**src/hw/bp_consts.svh**
```systemverilog
/* sizes of the predictor tables and statistics counters
   index and tag ranges assume a 32-bit pc with word-aligned instructions */
`ifndef BP_CONSTS_SVH
`define BP_CONSTS_SVH

`define BP_ENTRIES 256  // depth of both tables
`define BP_IDX_LO  2    // lowest pc bit of the table index
`define BP_IDX_HI  9    // highest pc bit of the table index
`define BP_TAG_LO  10   // tag covers pc[31:BP_TAG_LO]

`define BP_DIR_W   2    // bits per direction counter
`define BP_CNT_W   10   // statistics counters, wrap on overflow

`endif

```
**src/hw/bp_pkg.sv**
```systemverilog
/* types shared by the branch predictor blocks
   widths follow the index and tag ranges in the constants header */
`default_nettype none

`include "bp_consts.svh"

package bp_pkg;

  typedef logic [`BP_IDX_HI-`BP_IDX_LO:0] bp_idx_t;  // 8-bit table index
  typedef logic [31:`BP_TAG_LO]           bp_tag_t;  // pc[31:10]

  typedef struct packed {
    bp_tag_t     tag;     // upper pc bits of the branch
    logic [31:0] target;  // last taken target
  } btb_entry_t;

  // upper two states predict taken
  typedef enum logic [`BP_DIR_W-1:0] {
    DIR_SNT = 2'd0,  // strongly not taken
    DIR_WNT = 2'd1,  // weakly not taken, also the value of an empty entry
    DIR_WT  = 2'd2,  // weakly taken
    DIR_ST  = 2'd3   // strongly taken
  } dir_cnt_t;

  typedef struct packed {
    logic        hit;     // valid entry with matching tag
    logic [31:0] target;
  } btb_lookup_t;

endpackage

`default_nettype wire

```
**src/hw/bp_update_if.sv**
```systemverilog
/* resolution report from the memory stage, one per cycle at most
   valid is a single-cycle strobe, there is no handshake */
`timescale 1ns/1ps
`default_nettype none

interface bp_update_if;

  logic        valid;       // resolved branch this cycle
  logic [31:0] pc;          // pc of the branch
  logic [31:0] target;      // resolved target
  logic        taken;       // branch was taken
  logic        mispredict;  // fetch went the wrong way

  modport src (
    output valid, pc, target, taken, mispredict
  );

  modport sink (
    input valid, pc, target, taken, mispredict
  );

endinterface

`default_nettype wire

```
**src/hw/next_pc_sel.sv**
```systemverilog
/* next fetch address: redirect first, then taken prediction, then pc+4
   outputs are combinational, fetch ignores them while fetch_valid is low */
`timescale 1ns/1ps
`default_nettype none

`include "bp_consts.svh"

module next_pc_sel import bp_pkg::*; (
  input  wire logic         clk,
  input  wire logic         rst_i,
  input  wire logic         fetch_valid,
  input  wire logic [31:0]  fetch_pc,
  input  wire btb_lookup_t  lookup,
  input  wire logic         predict_taken,
  bp_update_if.sink         upd,
  output logic [31:0]       next_pc,
  output logic              pred_taken,
  output logic              redirect,
  output logic [`BP_CNT_W-1:0] branch_cnt,
  output logic [`BP_CNT_W-1:0] hit_cnt
);

  always_comb begin
    next_pc    = fetch_pc + 32'd4;  // sequential by default
    pred_taken = 1'b0;
    redirect   = 1'b0;
    if (upd.valid && upd.mispredict) begin
      redirect = 1'b1;  // memory stage overrides the fetch lookup
      next_pc  = upd.taken ? upd.target : upd.pc + 32'd4;
    end else if (fetch_valid && lookup.hit && predict_taken) begin
      pred_taken = 1'b1;
      next_pc    = lookup.target;
    end
  end

  always_ff @(posedge clk) begin
    if (rst_i) begin
      branch_cnt <= '0;
    end else if (upd.valid) begin
      branch_cnt <= branch_cnt + 1'b1;  // wraps
    end
  end

  always_ff @(posedge clk) begin
    if (rst_i) begin
      hit_cnt <= '0;
    end else if (pred_taken) begin
      hit_cnt <= hit_cnt + 1'b1;  // wraps
    end
  end

endmodule

`default_nettype wire

```
**src/flat_wrapper.sv**
```systemverilog
// flat-port wrapper written by rule: the top's interface ports become plain ports
module next_pc_sel_flat import bp_pkg::*;
  (clk, rst_i, fetch_valid, fetch_pc, lookup, predict_taken, next_pc, pred_taken, redirect, branch_cnt, hit_cnt, upd_valid, upd_pc, upd_target, upd_taken, upd_mispredict);
  bp_update_if upd_i ();
  input  wire logic clk;
  input  wire logic rst_i;
  input  wire logic fetch_valid;
  input  wire logic [31:0] fetch_pc;
  input  wire btb_lookup_t lookup;
  input  wire logic predict_taken;
  output logic [31:0] next_pc;
  output logic pred_taken;
  output logic redirect;
  output logic [`BP_CNT_W-1:0] branch_cnt;
  output logic [`BP_CNT_W-1:0] hit_cnt;
  input wire logic [$bits(upd_i.valid)-1:0] upd_valid;
  input wire logic [$bits(upd_i.pc)-1:0] upd_pc;
  input wire logic [$bits(upd_i.target)-1:0] upd_target;
  input wire logic [$bits(upd_i.taken)-1:0] upd_taken;
  input wire logic [$bits(upd_i.mispredict)-1:0] upd_mispredict;
  assign upd_i.valid = upd_valid;
  assign upd_i.pc = upd_pc;
  assign upd_i.target = upd_target;
  assign upd_i.taken = upd_taken;
  assign upd_i.mispredict = upd_mispredict;
  next_pc_sel u_core (.clk(clk), .rst_i(rst_i), .fetch_valid(fetch_valid), .fetch_pc(fetch_pc), .lookup(lookup), .predict_taken(predict_taken), .upd(upd_i), .next_pc(next_pc), .pred_taken(pred_taken), .redirect(redirect), .branch_cnt(branch_cnt), .hit_cnt(hit_cnt));
endmodule
```
**config.mk**
```make
export PLATFORM = sky130hd
export DESIGN_NAME = next_pc_sel_flat
export DESIGN_NICKNAME = d
export VERILOG_FILES = /design/src/hw/bp_pkg.sv /design/src/hw/bp_update_if.sv /design/src/hw/next_pc_sel.sv /design/src/flat_wrapper.sv
export VERILOG_INCLUDE_DIRS = /design/src /design/src/hw
export SDC_FILE = /design/constraint.sdc
export NUM_CORES = 1
export LEC_CHECK = 0
export ABC_CLOCK_PERIOD_IN_PS = 2750
export BUFFER_PORTS_ARGS = -buffer_cell sky130_fd_sc_hd__buf_2
export CORE_ASPECT_RATIO = 1.1
export CORE_MARGIN = 2
export CORE_UTILIZATION = 45
export DETAILED_ROUTE_END_ITERATION = 16
export PLACE_DENSITY = 0.81
export SLEW_MARGIN = 20
export SYNTH_ARGS = -nofsm -noshare
export SYNTH_HDL_FRONTEND = slang
export SYNTH_SLANG_ARGS = --single-unit
```
**constraint.sdc**
```tcl
create_clock -name clk -period 2.75 [get_ports clk]
set_clock_uncertainty 0.2 [all_clocks]
set_input_delay 0.1375 -clock clk [delete_from_list [all_inputs] [get_ports clk]]
set_output_delay 0.1375 -clock clk [all_outputs]
set_load 0.05 [all_outputs]
```
==> results of run 1 <==
## state kept, by name (all words and copies together) (netlist names)
register	count
u_core.branch_cnt	10
u_core.hit_cnt	10
## critical path: stages
cell and delay [ns]:
buf_2 0.13, ha_1 0.18, inv_1 0.04, or4_1 0.71, or3_1 0.40, a31o_2 0.24
o21ai_1 0.08, buf_2 0.29
## path summary, 6_finish.rpt
kind	start	end	slack, ns
worst max-delay path	upd_pc[2]	next_pc[16]	0.20
worst max register to register	u_core.hit_cnt[2]	u_core.hit_cnt[7]	0.95
worst min-delay path	upd_valid	u_core.branch_cnt[1]	0.06
worst min register to register	u_core.branch_cnt[6]	u_core.branch_cnt[6]	0.30
## routing by layer
| metal | global-route usage | vias up |
|---|---|---|
| met2 | 0.587 | 277 |
| met5 | 0 | - |
| met4 | 0.146 | 2 |
| met3 | 0.0655 | 44 |
| met1 | 0.375 | 2114 |
| li1 | - | 2163 |
## power by group through the flow
stage          Combinational (mW)  Sequential (mW)  Clock, mW
6_report                    0.681            0.299      0.229
5_1_grt                     0.721            0.300      0.241
4_1_cts                     0.675            0.299      0.228
3_5_place_dp                0.673            0.306          0
3_3_place_gp                0.664            0.305          0
2_1_floorplan               0.401            0.319          0
## stage by stage
step                       util  instance area, um^2  cells  hold slack [ns]
after floorplan               -                 3100    474            0.208
after global placement    0.626                 4160    731            0.272
after detailed placement  0.626                 4160    731            0.296
after CTS                 0.635                 4210    735           0.0521
after global routing      0.635                 4210    735           0.0627
final                     0.636                 4220    739           0.0638
## synthesized netlist by cell type, types with 2 or more instances
library cell  instances  area (um^2)
o21ai_0              47          235
nor2_1               46          173
nand2_1              40          150
nand3_1              28          140
nand4_1              27          169
clkbuf_1             26         97.6
xor2_1               24          210
a21oi_1              22          110
dfxtp_1              20          400
nor4_1               20          125
o22ai_1              19          119
nor3_1               17         85.1
xnor2_1              16          140
and3_1               10         62.6
inv_1                10         37.5
a31oi_1               8         50.1
a31o_2                7         61.3
o31a_1                7         61.3
or3_1                 7         43.8
a211oi_1              6         45.0
a211o_1               5         43.8
mux2i_1               5         50.1
and4_1                4         35.0
ha_1                  4         50.1
nor3b_1               4         30.0
or4_1                 4         30.0
buf_6                 3         33.8
nor2b_1               3         18.8
o211ai_1              3         22.5
a21boi_0              2         15.0
and2_1                2         12.5
buf_1                 2         7.51
clkbuf_2              2         10.0
nand2b_1              2         12.5
nand4_2               2         25.0
nor4_2                2         25.0
o31ai_1               2         15.0
## layout make-up
type | instances | area (um^2)
multi-input combinational | 411 | 2510
fill | 639 | 2410
timing repair buffer | 208 | 1100
sequential | 20 | 400
tap | 82 | 103
clock buffer | 4 | 55.1
inverter | 10 | 37.5
antenna | 4 | 10.0
## placed cells by master (no fill, tap or decap), drive strengths merged, types with 17 or more instances in the layout
| master | netlist | layout |
|---|---|---|
| dfxtp | 20 | 20 |
| a21oi | 22 | 22 |
| xor2 | 24 | 24 |
| nand3 | 28 | 28 |
| buf | 5 | 208 |
| nor3 | 17 | 17 |
| nor4 | 22 | 22 |
| nor2 | 46 | 46 |
| nand4 | 29 | 29 |
| o21ai | 48 | 48 |
| o22ai | 19 | 19 |
| nand2 | 41 | 41 |
## cell families after synthesis
kind of cell    Yosys count
fa+ha+maj                 4
compound gates          138
flops                    20
buf+inv                  43
xor+xnor                 40
simple gates            223
mux                       6
==> flow_metrics.env, run 1 <==
export IMPL_outcome="completed"
export IMPL_grt_pass1_vias=4185
export IMPL_synth_adder_area_share=0.0162
export IMPL_drive_above_1_share=0.351
export IMPL_clockPowerShare=0.189
export IMPL_drc=0
export IMPL_relSlewSlack=0.521
export IMPL_area_growth_pct=36.4
export IMPL_hold_class="in2reg"
export IMPL_grt_max_degree=46
export IMPL_cts_buffer_depth=2
export IMPL_first_pass_iters=5
export IMPL_synth_simple_area_share=0.382
export IMPL_synth_compound_gate_area_share=0.279
export IMPL_die_h_um=91.0
export IMPL_overflow=0
export IMPL_met2RoutedLength_um=6350
export IMPL_synth_xor_xnor_area_share=0.113
export IMPL_nets=794
export IMPL_worstSetupPathType="in2out"
export IMPL_postSynthCellCount=474
export IMPL_fin_crit_sh=0.928
export IMPL_rows=31
export IMPL_yosysSeqAreaShare=0.129
export IMPL_finalSetupTns_ns=0
export IMPL_cp_arrival_ns=2.21
export IMPL_gp_congestion=0.918
export IMPL_syn_num_nets=614
export IMPL_reg2reg_depth=5
export IMPL_worst_slew_pin_slew_ns=0.714
export IMPL_antenna_found_initial=1
export IMPL_wl_per_cell_um=17.9
export IMPL_cts_sinks=20
export IMPL_synth_top_flop_cell="dfxtp_1"
export IMPL_required_ns=2.41
export IMPL_die_width_um=83.0
export IMPL_setup_ws_ns=0.199
export IMPL_synthMuxAreaShare=0.0198
export IMPL_async_reset_ff_frac=0
export IMPL_routed_top_layer="met5"
export IMPL_routed_via_count=4600
export IMPL_p_int_uw=638
export IMPL_die_area_um2=7550
export IMPL_rsz0062_at_grt="no"
export IMPL_wirelength_um=13200
export IMPL_grt_pass1_wl_um=20300
export IMPL_period_needed_ns=2.55
export IMPL_worstSetupStartpointType="primary input"
export IMPL_ir_drop_mv=0.277
export IMPL_grt_usage=0.328
export IMPL_core_um2=6630
export IMPL_p_sw_uw=571
export IMPL_hold_viol=0
export IMPL_pwr_share_comb=0.563
export IMPL_cts_hold_buf=0
export IMPL_switching_share=0.472
export IMPL_wl_met3_um=1410
export IMPL_end_kind="output pin"
export IMPL_cap_violations=0
export IMPL_cts_tree="built"
export IMPL_critical_path_max_fanout=8
export IMPL_cts_setup_buffers=0
export IMPL_slew_viol_final=0
export IMPL_dp_slack_ns=0.234
export IMPL_cts_max_level=1
export IMPL_cts_made_buffers=3
export IMPL_ys_types=53
export IMPL_postRouteAntennaNets=0
export IMPL_ios=190
export IMPL_synth_edf_count=0
export IMPL_power_leakage_nw=1.86
export IMPL_synth_avg_cell_area_um2=6.53
export IMPL_min_path_cells=3
export IMPL_root_buffer="clkbuf_8"
export IMPL_synth_top_family_by_area="simple AND/OR/NAND/NOR gates"
export IMPL_cts_resized=0
export IMPL_port_buffers=189
export IMPL_path_clk_slew_ns=0.07
export IMPL_setup_viol=0
export IMPL_clock_latency_ns=0.26
export IMPL_syn_cell_area_um2=3090
export IMPL_wl_met1_um=4870
export IMPL_powerDensity_nw_per_um2=286
export IMPL_via_per_inst=6.22
export IMPL_power_share_sequential=0.247
export IMPL_initial_core_util=0.466
export IMPL_fmax_mhz=392
export IMPL_yosysWarnings=0
export IMPL_drt_iter0_markers=240
export IMPL_dp_hpwl_um=10900
export IMPL_ys_ff_latch=20
export IMPL_total_power_mw=1.21
Note: power is estimated with default switching activity, not from simulation.
==> run 2, diff against run 1 <==
--- a/config.mk
+++ b/config.mk
@@ -8,11 +8,13 @@
 export LEC_CHECK = 0
 export ABC_CLOCK_PERIOD_IN_PS = 2750
 export BUFFER_PORTS_ARGS = -buffer_cell sky130_fd_sc_hd__buf_2
+export CELL_PAD_IN_SITES_DETAIL_PLACEMENT = 1
+export CELL_PAD_IN_SITES_GLOBAL_PLACEMENT = 2
 export CORE_ASPECT_RATIO = 1.1
 export CORE_MARGIN = 2
-export CORE_UTILIZATION = 45
+export CORE_UTILIZATION = 21
 export DETAILED_ROUTE_END_ITERATION = 16
-export PLACE_DENSITY = 0.81
+export PLACE_DENSITY = 0.79
 export SLEW_MARGIN = 20
 export SYNTH_ARGS = -nofsm -noshare
 export SYNTH_HDL_FRONTEND = slang
==> run 2 against run 1 <==
Net effect:
- via count down 2.7%
- sequential power about the same
- wire length increased by 24%
- first-iteration DRC count is 25% lower
- utilization down 33 points
- largest power group unchanged
==> flow_metrics.env, run 2 (same netlist as run 1, synthesis figures left out) <==
export IMPL_outcome="completed"
export IMPL_area_growth_pct=42.6
export IMPL_wl_per_cell_um=19.4
export IMPL_r2r_slack_ns=0.96
export IMPL_grt_pass1_vias=4675
export IMPL_antenna_found_initial=3
export IMPL_relSlewSlack=0.498
export IMPL_mostFrequentLayoutCells="buf_2 (189), o21ai_0 (47), nor2_1 (46), nand2_1 (40), nand3_1 (28)"
export IMPL_die_area_um2=15700
export IMPL_fillers=1930
export IMPL_required_ns=2.41
export IMPL_rsz0062_at_grt="no"
export IMPL_reg2reg_depth=5
export IMPL_via_per_inst=5.27
export IMPL_fin_util=0.306
export IMPL_cts_made_buffers=3
export IMPL_port_buffers=189
export IMPL_drc=0
export IMPL_cp_arrival_ns=2.27
export IMPL_postRouteAntennaNets=0
export IMPL_grt_max_degree=45
export IMPL_slew_viol_final=0
export IMPL_reg_top3="u_core.branch_cnt (10), u_core.hit_cnt (10)"
export IMPL_fin_crit_sh=0.950
export IMPL_overflow=0
export IMPL_clock_latency_ns=0.25
export IMPL_drive_above_1_share=0.355
export IMPL_routed_via_count=4476
export IMPL_instances_no_fill=850
export IMPL_period_needed_ns=2.61
export IMPL_dp_slack_ns=0.121
export IMPL_first_pass_iters=4
export IMPL_power_leakage_nw=1.89
export IMPL_core_um2=14400
export IMPL_cts_buffer_depth=2
export IMPL_regArea_um2=400
export IMPL_rows=46
export IMPL_setup_viol=0
export IMPL_grt_usage=0.204
export IMPL_hold_viol=0
export IMPL_wirelength_um=16500
export IMPL_nets=798
export IMPL_critical_path_max_fanout=7
export IMPL_end_kind="output pin"
export IMPL_ios=190
export IMPL_setup_ws_ns=0.138
export IMPL_drt_iter0_markers=181
export IMPL_hold_class="in2reg"
export IMPL_total_power_mw=1.30
export IMPL_initial_core_util=0.215
export IMPL_path_clk_slew_ns=0.05
export IMPL_powerDensity_nw_per_um2=294
export IMPL_grt_pass1_wl_um=25600
export IMPL_r2r_start="u_core.hit_cnt[2]"
export IMPL_final_common_cell="buf_2"
export IMPL_fmax_mhz=383
export IMPL_worstSetupStartpointType="primary input"
export IMPL_r2r_end="u_core.hit_cnt[7]"
export IMPL_finalSetupTns_ns=0
export IMPL_cts_setup_buffers=0
export IMPL_worst_slew_pin_slew_ns=0.747
export IMPL_hp_start="rst_i"
export IMPL_min_path_cells=2
export IMPL_multi_input_area_um2=2520
export IMPL_cts_max_level=1
export IMPL_hold_end="u_core.hit_cnt[4]"
export IMPL_cts_hold_buf=0
export IMPL_worstSetupPathType="in2out"
export IMPL_die_h_um=131
export IMPL_ir_drop_mv=0.168
export IMPL_cts_tree="built"
export IMPL_gp_congestion=0.870
export IMPL_dpl_cell_count=845
export IMPL_dp_hpwl_um=13800
export IMPL_root_buffer="clkbuf_16"
export IMPL_die_width_um=120
export IMPL_cap_violations=0
export IMPL_cts_sinks=20
-- run 2: changes by cell type in the layout (fill, tap and decap cells not counted), sizes merged --
cell and change:
buf +4, clkbuf -1, diode -2
-- run 2: critical path, stage by stage --
cell and delay [ns]:
buf_2 0.14, ha_1 0.18, inv_1 0.04, or4_1 0.69, buf_4 0.22, nor4_1 0.23, nor3_1 0.12, o22ai_1 0.21
buf_2 0.31
-- run 2: cell type report --
class / instances / area share
Multi-Input combinational cell: 411 / 0.572
Inverter: 10 / 0.00851
Tap cell: 192 / 0.0545
Timing Repair Buffer: 212 / 0.257
Antenna cell: 2 / 0.00114
Clock buffer: 3 / 0.0170
Sequential cell: 20 / 0.0908
-- run 2: worst max path at each step --
stage                 start          end  slack [ns]  depth (start not counted)
2_1_floorplan     upd_valid  next_pc[22]        0.13                          7
3_3_place_gp   fetch_pc[12]  next_pc[19]        0.11                          8
3_5_place_dp      upd_pc[2]  next_pc[24]        0.12                          9
4_1_cts        fetch_pc[12]  next_pc[19]        0.11                          8
5_1_grt           upd_pc[4]  next_pc[19]        0.03                          7
6_report          upd_pc[2]  next_pc[24]        0.14                          9
-- run 2: report_power, final --
group	total (mW)	leakage, nW	switching, mW	internal (mW)
clock	0.294	0.0370	0.102	0.192
sequential	0.300	0.162	0.00580	0.294
combinational	0.704	1.69	0.483	0.222
-- run 2: through the flow --
step	hold WS, ns	instance area, um^2
final	0.0774	4410
after detailed placement	0.299	4320
after CTS	0.0859	4400
after floorplan	0.208	3100
after global placement	0.274	4320
after global routing	0.105	4400
-- run 2: per-layer routing --
metal  wire length [um]  global-route usage
met3               1260              0.0556
met4                575              0.0732
met2               8030               0.372
met1               6590               0.224
met5                 11                   0
-- run 2: what timing repair did --
action,in CTS,in global routing
setup endpoints to repair,0,1
gates resized for setup,0,1
endpoints found under the hold margin,0,0
