$ cat config.mk
export PLATFORM = sky130hd
export DESIGN_NAME = dir_predictor_flat
export DESIGN_NICKNAME = d
export VERILOG_FILES = /design/src/hw/bp_pkg.sv /design/src/hw/bp_update_if.sv /design/src/hw/bp_table.sv /design/src/hw/dir_predictor.sv /design/src/flat_wrapper.sv
export VERILOG_INCLUDE_DIRS = /design/src /design/src/hw
export SDC_FILE = /design/constraint.sdc
export NUM_CORES = 1
export LEC_CHECK = 0
export BUFFER_PORTS_ARGS = -buffer_cell sky130_fd_sc_hd__buf_2
export CAP_MARGIN = 0
export CORE_MARGIN = 2
export CORE_UTILIZATION = 50
export DETAILED_ROUTE_END_ITERATION = 6
export PLACE_DENSITY = 0.69
export SLEW_MARGIN = 20
export SYNTH_ARGS = -nofsm -noshare
export SYNTH_HDL_FRONTEND = slang
export SYNTH_SLANG_ARGS = --single-unit
$ cat constraint.sdc
create_clock -name clk -period 17.35 [get_ports clk]
set_clock_uncertainty 0.05 [all_clocks]
set_input_delay 3.47 -clock clk [delete_from_list [all_inputs] [get_ports clk]]
set_output_delay 3.47 -clock clk [all_outputs]
set_load 0.05 [all_outputs]
$ cat src/hw/bp_consts.svh
/* sizes of the predictor tables and statistics counters
   index and tag ranges assume a 32-bit pc with word-aligned instructions */
`ifndef BP_CONSTS_SVH
`define BP_CONSTS_SVH

`define BP_ENTRIES 256  // depth of both tables
`define BP_IDX_LO  2    // lowest pc bit of the table index
`define BP_IDX_HI  9    // highest pc bit of the table index
`define BP_TAG_LO  10   // tag covers pc[31:BP_TAG_LO]

`define BP_DIR_W   2    // bits per direction counter
`define BP_CNT_W   10   // statistics counters, wrap on overflow

`endif

$ cat src/hw/bp_pkg.sv
/* types shared by the branch predictor blocks
   widths follow the index and tag ranges in the constants header */
`default_nettype none

`include "bp_consts.svh"

package bp_pkg;

  typedef logic [`BP_IDX_HI-`BP_IDX_LO:0] bp_idx_t;  // 8-bit table index
  typedef logic [31:`BP_TAG_LO]           bp_tag_t;  // pc[31:10]

  typedef struct packed {
    bp_tag_t     tag;     // upper pc bits of the branch
    logic [31:0] target;  // last taken target
  } btb_entry_t;

  // upper two states predict taken
  typedef enum logic [`BP_DIR_W-1:0] {
    DIR_SNT = 2'd0,  // strongly not taken
    DIR_WNT = 2'd1,  // weakly not taken, also the value of an empty entry
    DIR_WT  = 2'd2,  // weakly taken
    DIR_ST  = 2'd3   // strongly taken
  } dir_cnt_t;

  typedef struct packed {
    logic        hit;     // valid entry with matching tag
    logic [31:0] target;
  } btb_lookup_t;

endpackage

`default_nettype wire

$ cat src/hw/bp_update_if.sv
/* resolution report from the memory stage, one per cycle at most
   valid is a single-cycle strobe, there is no handshake */
`timescale 1ns/1ps
`default_nettype none

interface bp_update_if;

  logic        valid;       // resolved branch this cycle
  logic [31:0] pc;          // pc of the branch
  logic [31:0] target;      // resolved target
  logic        taken;       // branch was taken
  logic        mispredict;  // fetch went the wrong way

  modport src (
    output valid, pc, target, taken, mispredict
  );

  modport sink (
    input valid, pc, target, taken, mispredict
  );

endinterface

`default_nettype wire

$ cat src/hw/bp_table.sv
/* direct-mapped table, two async read ports and one write port
   reset clears only the valid bits, payload keeps whatever it held */
`timescale 1ns/1ps
`default_nettype none

`include "bp_consts.svh"

module bp_table import bp_pkg::*; #(
  parameter type entry_t = logic
) (
  input  wire logic    clk,
  input  wire logic    rst_i,
  input  wire bp_idx_t rd_idx,     // fetch-side lookup
  output logic         rd_valid,
  output entry_t       rd_data,
  input  wire bp_idx_t upd_idx,    // update-side lookup, for read-modify-write
  output logic         upd_valid,
  output entry_t       upd_data,
  input  wire logic    wr_en,
  input  wire bp_idx_t wr_idx,
  input  wire entry_t  wr_data
);

  entry_t                 mem [`BP_ENTRIES];
  logic [`BP_ENTRIES-1:0] valid_q;  // one bit per entry

  always_ff @(posedge clk) begin
    if (rst_i) begin
      valid_q <= '0;
    end else if (wr_en) begin
      valid_q[wr_idx] <= 1'b1;  // any write makes the entry live
    end
  end

  always_ff @(posedge clk) begin
    if (wr_en) begin
      mem[wr_idx] <= wr_data;
    end
  end

  // reads see the old contents during a write cycle
  assign rd_valid  = valid_q[rd_idx];
  assign rd_data   = mem[rd_idx];
  assign upd_valid = valid_q[upd_idx];
  assign upd_data  = mem[upd_idx];

endmodule

`default_nettype wire

$ cat src/hw/dir_predictor.sv
/* two-bit saturating counters indexed by pc[9:2], no tags
   every resolved branch trains its counter, aliases share one counter */
`timescale 1ns/1ps
`default_nettype none

`include "bp_consts.svh"

module dir_predictor import bp_pkg::*; (
  input  wire logic  clk,
  input  wire logic  rst_i,
  input  wire logic [31:0] fetch_pc,
  bp_update_if.sink  upd,
  output logic       predict_taken
);

  bp_idx_t  fetch_idx;
  bp_idx_t  upd_idx;
  logic     rd_valid;
  dir_cnt_t rd_cnt;
  logic     upd_valid;
  dir_cnt_t upd_cnt;
  dir_cnt_t fetch_state;  // counter seen by the lookup
  dir_cnt_t upd_state;    // counter before training
  dir_cnt_t next_state;   // counter after training

  assign fetch_idx = fetch_pc[`BP_IDX_HI:`BP_IDX_LO];
  assign upd_idx   = upd.pc[`BP_IDX_HI:`BP_IDX_LO];

  bp_table #(
    .entry_t (dir_cnt_t)
  ) u_table (
    .clk       (clk),
    .rst_i     (rst_i),
    .rd_idx    (fetch_idx),
    .rd_valid  (rd_valid),
    .rd_data   (rd_cnt),
    .upd_idx   (upd_idx),
    .upd_valid (upd_valid),
    .upd_data  (upd_cnt),
    .wr_en     (upd.valid),  // train on every resolved branch
    .wr_idx    (upd_idx),
    .wr_data   (next_state)
  );

  // empty entries behave as weakly not taken
  assign fetch_state = rd_valid ? rd_cnt : DIR_WNT;
  assign upd_state   = upd_valid ? upd_cnt : DIR_WNT;

  assign predict_taken = (fetch_state == DIR_WT) || (fetch_state == DIR_ST);

  // one step toward the outcome, held at either end
  always_comb begin
    case (upd_state)
      DIR_SNT: next_state = upd.taken ? DIR_WNT : DIR_SNT;
      DIR_WNT: next_state = upd.taken ? DIR_WT  : DIR_SNT;
      DIR_WT:  next_state = upd.taken ? DIR_ST  : DIR_WNT;
      DIR_ST:  next_state = upd.taken ? DIR_ST  : DIR_WT;
      default: next_state = DIR_WNT;
    endcase
  end

endmodule

`default_nettype wire

$ cat src/flat_wrapper.sv
// flat-port wrapper written by rule: the top's interface ports become plain ports
module dir_predictor_flat import bp_pkg::*;
  (clk, rst_i, fetch_pc, predict_taken, upd_valid, upd_pc, upd_target, upd_taken, upd_mispredict);
  bp_update_if upd_i ();
  input  wire logic clk;
  input  wire logic rst_i;
  input  wire logic [31:0] fetch_pc;
  output logic predict_taken;
  input wire logic [$bits(upd_i.valid)-1:0] upd_valid;
  input wire logic [$bits(upd_i.pc)-1:0] upd_pc;
  input wire logic [$bits(upd_i.target)-1:0] upd_target;
  input wire logic [$bits(upd_i.taken)-1:0] upd_taken;
  input wire logic [$bits(upd_i.mispredict)-1:0] upd_mispredict;
  assign upd_i.valid = upd_valid;
  assign upd_i.pc = upd_pc;
  assign upd_i.target = upd_target;
  assign upd_i.taken = upd_taken;
  assign upd_i.mispredict = upd_mispredict;
  dir_predictor u_core (.clk(clk), .rst_i(rst_i), .fetch_pc(fetch_pc), .upd(upd_i), .predict_taken(predict_taken));
endmodule
==> impl_metrics.yaml, run 1 <==
clock_tree:
  cts.repair.resized: 0
  postCtsSetupBuffers: 0
  number_of_cts_inserted_buffers: 80
  clkSlewWorstSetupHoldPaths_ns: 0.06
  h_tree_depth: 3
  cts_hold_repair.buffers: 0
  clockBufferDepth: 3
  cts.root.buffer_cell: "clkbuf_16"
  worst_skew_pair.late_latency_ns: 0.65
  cts_tree: "yes"
  cts.sink_count: 768
die:
  core.rowCount: 94
  die-area_sq_um: 68000
  io_pins: 102
  die_x_microns: 261
  start_util_pct: 50.3
  core_sq_um: 65500
  fp.dieH_microns: 261
power_and_ir_drop:
  p_leak_nw: 11.9
  total_power_mw: 3.89
  power_frac_seq_pct: 50.1
  internal_power_mw: 3.04
  clock_power_share_pct: 45.4
  power_switching_share_pct: 21.8
  cellPowerDensity_nw_per_um2: 107
  power.switching_uw: 850
  share_comb_of_total_power_pct: 4.5
  irDropWorstVdd_mv: 0.0795
place:
  place.gp.congestion: 0.881
  number_of_port_buffers: 20
  detailedPlacementHpwl_mm: 53.7
yosys:
  netlist_instances: 2559
  postSynthAreaPerCell_sq_um: 12.9
  flip_flop_and_latch_count_after_synthesis: 768
  post_synthesis_cell_area_sq_um: 33000
  synth.distinct_cells: 42
  sequential_cell_area_fraction_in_the_yosys_report_pct: 62.2
  synth_warnings: 0
  mapped_nets: 2660
detailed_routing:
  drt-pass1-iter-count: 6
  first_iter_violations: 2726
  drt.antenna.violating_nets: 0
  wl_per_cell_microns: 25.8
  post_drt_via_cell_ratio: 6.32
  detailed_route_drc_error_count: 0
  route.final.wire_length_mm: 89.0
  vias: 21800
layout:
  mostFrequentLayoutCells: "nor2_1 (678), edfxtp_1 (512), dfxtp_1 (256), mux4_2 (233), nand2_1 (179)"
  synthToLayoutAreaGrowth_pct: 10.6
  final_core_occ_pct: 55.7
  net_total_in_the_final_layout: 2615
  layout_cell_share_with_drive_strength_beyond_1_pct: 18.1
  final_common_cell: "nor2_1"
  area.sequential_sq_um: 20500
  multi_input_area_sq_um: 11800
  filler_cell_count: 5182
setup_path:
  cp_required_ns: 13.83
  worst-endpoint-arrival_ns: 7.43
  timing_worst_setup_path_type: "primary input to output port"
  setup.worst_path.start_class: "primary input"
  critical_path_peak_fanout: 126
  worst_setup_path_end_kind: "output port"
global_routing:
  antenna_found_initial: 3
  wire_length_of_the_first_global_routing_pass_mm: 133
  grt_remaining_overflow: 0
  first_global_vias: 21700
  grtUsageTotal_pct: 26.4
  grt_start_max_net_pins: 135
timing:
  setup_violations: 0
  timing.final.crit_period_ns: 10.95
  max-slew-margin-rel_pct: 17.7
  maxClockFrequency_mhz: 91.4
  fin_crit_sh_pct: 63.1
  fin_setup_tns_ns: 0
  hold_violations: 0
  final-max-slew-violation-count: 0
  tightestPinTransition_ns: 1.23
  grt_setup_unrepaired: "false"
worst_hold_path:
  worst_hold_path_type: "flop to flop"
job:
  cap_viol_max_count: 0
status:
  run_status: "finished, final reports clean"
critical path, stage by stage:
cell	delay, ns
buf_6	0.62
buf_4	0.87
o21ai_0	0.22
mux4_2	0.54
mux4_2	0.49
mux4_2	0.59
mux2_2	0.30
buf_2	0.21
metal layers:
layer / up-vias / global-route usage [%] / part of all wire (%)
met5: - / 0 / 0.016
met4: 2 / 11.2 / 4.2
met3: 230 / 6.92 / 11
met2: 1172 / 41.1 / 47
met1: 11000 / 35.2 / 38
li1: 9407 / - / -
cells by family after synthesis:
group           share of synthesized area (%)
mux                                      16.5
compound gates                           6.23
buf+inv                                  2.33
simple gates                             12.8
flops                                    62.2
worst paths after layout:
| kind | slack (ns) | depth (start not counted) | from | endpoint |
|---|---|---|---|---|
| hold / removal | 0.45 | 2 | u_core.u_table.valid_q[60] | u_core.u_table.valid_q[60] |
| hold reg to reg | 0.45 | 2 | u_core.u_table.valid_q[60] | u_core.u_table.valid_q[60] |
| setup / recovery | 6.40 | 8 | fetch_pc[3] | predict_taken |
| setup reg to reg | 12.52 | 9 | u_core.u_table.valid_q[95] | u_core.u_table.mem[83][1] |
power groups by stage:
stage                     registers, mW  clock network (mW)  logic (mW)
after global routing               1.95                1.85       0.185
after global placement             1.99                   0       0.171
after floorplan                    1.99                   0       0.115
after detailed placement           1.99                   0       0.174
final                              1.95                1.76       0.176
after CTS                          1.95                1.78       0.175
registers in the layout (all words and copies together) (netlist names):
signal	flops
u_core.u_table.valid_q	256
u_core.u_table.mem	512
cells in the mapped netlist, drive strengths merged:
master	instances	share of area, %
and3	2	0.038
a311oi	1	0.027
inv	2	0.023
a221o	1	0.030
edfxtp	512	47
a22oi	70	1.6
nor3	16	0.24
mux4	233	16
nor3b	2	0.046
and3b	1	0.027
nor4	2	0.038
and2	3	0.057
nor2b	9	0.17
or2	2	0.038
o2111ai	2	0.053
o2111a	1	0.034
dfxtp	256	16
o211ai	4	0.091
o31ai	2	0.046
a311o	1	0.030
a211oi	5	0.13
o21ba	44	1.3
nand3	143	2.2
a2111oi	1	0.027
mux2i	15	0.46
a21oi	38	0.58
nand2b	4	0.076
and4	1	0.027
mux2	4	0.14
clkbuf	107	1.2
o21ai	135	2.0
o41ai	8	0.21
buf	70	1.1
nand2	179	2.0
or3	1	0.019
nor2	679	7.7
nand4	3	0.057
per-stage QoR:
stage          instances  setup WS [ns]  hold slack, ns  area, sq um
2_1_floorplan       2559           3.26           0.407        33000
3_3_place_gp        3296           6.56           0.421        33700
3_5_place_dp        3296           6.50           0.433        33700
4_1_cts             3446           6.49           0.447        36500
5_1_grt             3446           6.31           0.462        36500
6_report            3448           6.40           0.445        36500
final cells by class:
type / count / area share, %
Sequential cell: 768 / 56.2
Multi-Input combinational cell: 1612 / 32.3
Clock buffer: 109 / 6.12
Tap cell: 864 / 2.96
Clock inverter: 41 / 1.34
Timing Repair Buffer: 50 / 1.07
Inverter: 2 / 0.0206
Antenna cell: 2 / 0.0137
Power figures use the tool's default switching activity.
==> run 2: changes to the inputs <==
clock period = 11.5 ns   (was 17.35 ns; I/O delays follow)
==> run 2 against run 1 <==
Design area up 0.21%. Power up 53%. Non-clock buffer count up 1. Sequential power up 51%. Critical endpoint unchanged. Highest routed layer unchanged.
==> impl_metrics.yaml, run 2 (synthesis gave the netlist of run 1 again) <==
setup_path:
  slowest_stage_cell_crit_path: "buf_4"
  critical_path_peak_fanout: 129
  worstPathBufferInverterCount: 3
  setup.worst_path.start_class: "primary input"
  cp_required_ns: 9.15
  worst_setup_path_end_kind: "output port"
  setup.reg_to_reg.worst_slack_ns: 6.98
  max_stage_delay_ns: 0.75
  worst-endpoint-arrival_ns: 6.20
  critical_path.most_common_cell: "mux4_2"
  timing_worst_setup_path_type: "primary input to output port"
  crit-reg2reg-capture: "u_core.u_table.mem[81][0]"
  kind_of_cell_with_the_highest_combined_delay_on_the_critical_path: "multiplexers"
  critical_path.reg2reg.startpoint: "u_core.u_table.mem[170][0]"
  worstRegToRegCells: 10
  cp_cell_sequence: "buf_6 > buf_4 > o21ai_0 > mux4_2 > mux4_2 > mux4_2 > mux2_2 > buf_2"
layout:
  flip_flop_count_of_the_largest_register_all_copies_and_words_added: 512
  filler_cell_count: 5150
  stdcell_count: 3446
  largest-register: "u_core.u_table.mem"
  postLayoutCellArea_sq_um: 36500
  net_total_in_the_final_layout: 2615
  final_common_cell: "nor2_1"
  mostFrequentLayoutCells: "nor2_1 (678), edfxtp_1 (512), dfxtp_1 (256), mux4_2 (233), nand2_1 (179)"
  synthToLayoutAreaGrowth_pct: 10.8
  layout_cell_share_with_drive_strength_beyond_1_pct: 18.2
  largestRegisters: "u_core.u_table.mem (512), u_core.u_table.valid_q (256)"
place:
  place.gp.congestion: 0.859
  detailedPlacementHpwl_mm: 53.5
  placedInstanceArea_sq_um: 33800
  numPlacedInstances: 3297
  pre_cts_ws_ns: 3.04
  number_of_port_buffers: 20
job:
  cap_viol_max_count: 0
global_routing:
  grtUsageTotal_pct: 26.8
  grt_start_max_net_pins: 208
  wire_length_of_the_first_global_routing_pass_mm: 135
  first_global_vias: 21900
  antenna_found_initial: 2
  grt_remaining_overflow: 0
timing:
  max-slew-margin-rel_pct: 22.5
  tightestPinTransition_ns: 1.16
  final-max-slew-violation-count: 0
  setup_violations: 0
  timing.final.crit_period_ns: 8.55
  fin_crit_sh_pct: 74.4
  maxClockFrequency_mhz: 117
  grt_setup_unrepaired: "false"
  hold_violations: 0
  setup_ws_ns: 2.95
detailed_routing:
  vias: 21800
  drt-pass1-iter-count: 5
  wl_per_cell_microns: 26.1
  first_iter_violations: 2831
  post_drt_via_cell_ratio: 6.34
  drt.antenna.violating_nets: 0
  route.final.wire_length_mm: 89.9
  detailed_route_drc_error_count: 0
worst_hold_path:
  whs_path_depth: 2
  worst_hold_path_type: "flop to flop"
  worstHoldEndpoint: "u_core.u_table.valid_q[51]"
  hold_start: "u_core.u_table.valid_q[51]"
die:
  die-area_sq_um: 68000
  fp.dieH_microns: 261
  core_sq_um: 65500
  die_x_microns: 261
  start_util_pct: 50.3
  io_pins: 102
  core.rowCount: 94
clock_tree:
  h_tree_depth: 3
  cts_tree: "yes"
  clockBufferDepth: 3
  number_of_cts_inserted_buffers: 79
  clkSlewWorstSetupHoldPaths_ns: 0.06
  cts_hold_repair.buffers: 0
  cts.root.buffer_cell: "clkbuf_16"
  worst_skew_pair.late_latency_ns: 0.66
  cts.repair.resized: 0
  postCtsSetupBuffers: 0
  cts.sink_count: 768
power_and_ir_drop:
  cellPowerDensity_nw_per_um2: 162
  irDropWorstVdd_mv: 0.106
  p_leak_nw: 12.0
status:
  run_status: "finished, final reports clean"
## run 2: worst max-delay path by stage
stage	startpoint	depth (start not counted)	to
6_report	fetch_pc[3]	8	predict_taken
5_1_grt	fetch_pc[3]	8	predict_taken
4_1_cts	fetch_pc[3]	8	predict_taken
3_5_place_dp	fetch_pc[3]	8	predict_taken
3_3_place_gp	fetch_pc[3]	8	predict_taken
2_1_floorplan	upd_pc[2]	11	u_core.u_table.mem[0][0]
## run 2: worst min-delay path, stage by stage (launching register included)
cell     delay, ns
dfxtp_1       0.34
nor2_1        0.05
nor2_1        0.07
## run 2: cell type report
type / count / area (sq um) / area share (%)
Clock buffer: 109 / 2190 / 5.99
Sequential cell: 768 / 20500 / 56.1
Tap cell: 864 / 1080 / 2.96
Inverter: 2 / 7.51 / 0.0205
Multi-Input combinational cell: 1612 / 11800 / 32.2
Timing Repair Buffer: 51 / 407 / 1.11
Clock inverter: 39 / 587 / 1.61
Antenna cell: 1 / 2.50 / 0.00685
## run 2: stage by stage
stage	TNS [ns]	utilization (%)	hold slack (ns)	total power, mW
2_1_floorplan	-724.56	-	0.407	3.18
3_3_place_gp	0	51.5	0.420	3.26
3_5_place_dp	0	51.5	0.432	3.26
4_1_cts	0	55.8	0.448	5.96
5_1_grt	0	55.8	0.464	6.09
6_report	0	55.8	0.445	5.94
## run 2: power breakdown
group          total (mW)  leakage (nW)  internal (mW)  switching, mW
Combinational       0.267          3.36         0.0760          0.191
Clock                2.73          1.36           1.64           1.09
Sequential           2.94          7.26           2.94        0.00226
Total                5.94          12.0           4.66           1.28
## run 2: layer usage
| layer | vias to the layer above | track usage, % | share of wire (%) |
|---|---|---|---|
| li1 | 9414 | - | - |
| met1 | 11000 | 35.9 | 38 |
| met2 | 1231 | 42.9 | 48 |
| met3 | 230 | 5.89 | 10 |
| met4 | 2 | 10.5 | 4.0 |
| met5 | - | 0 | 0.0078 |
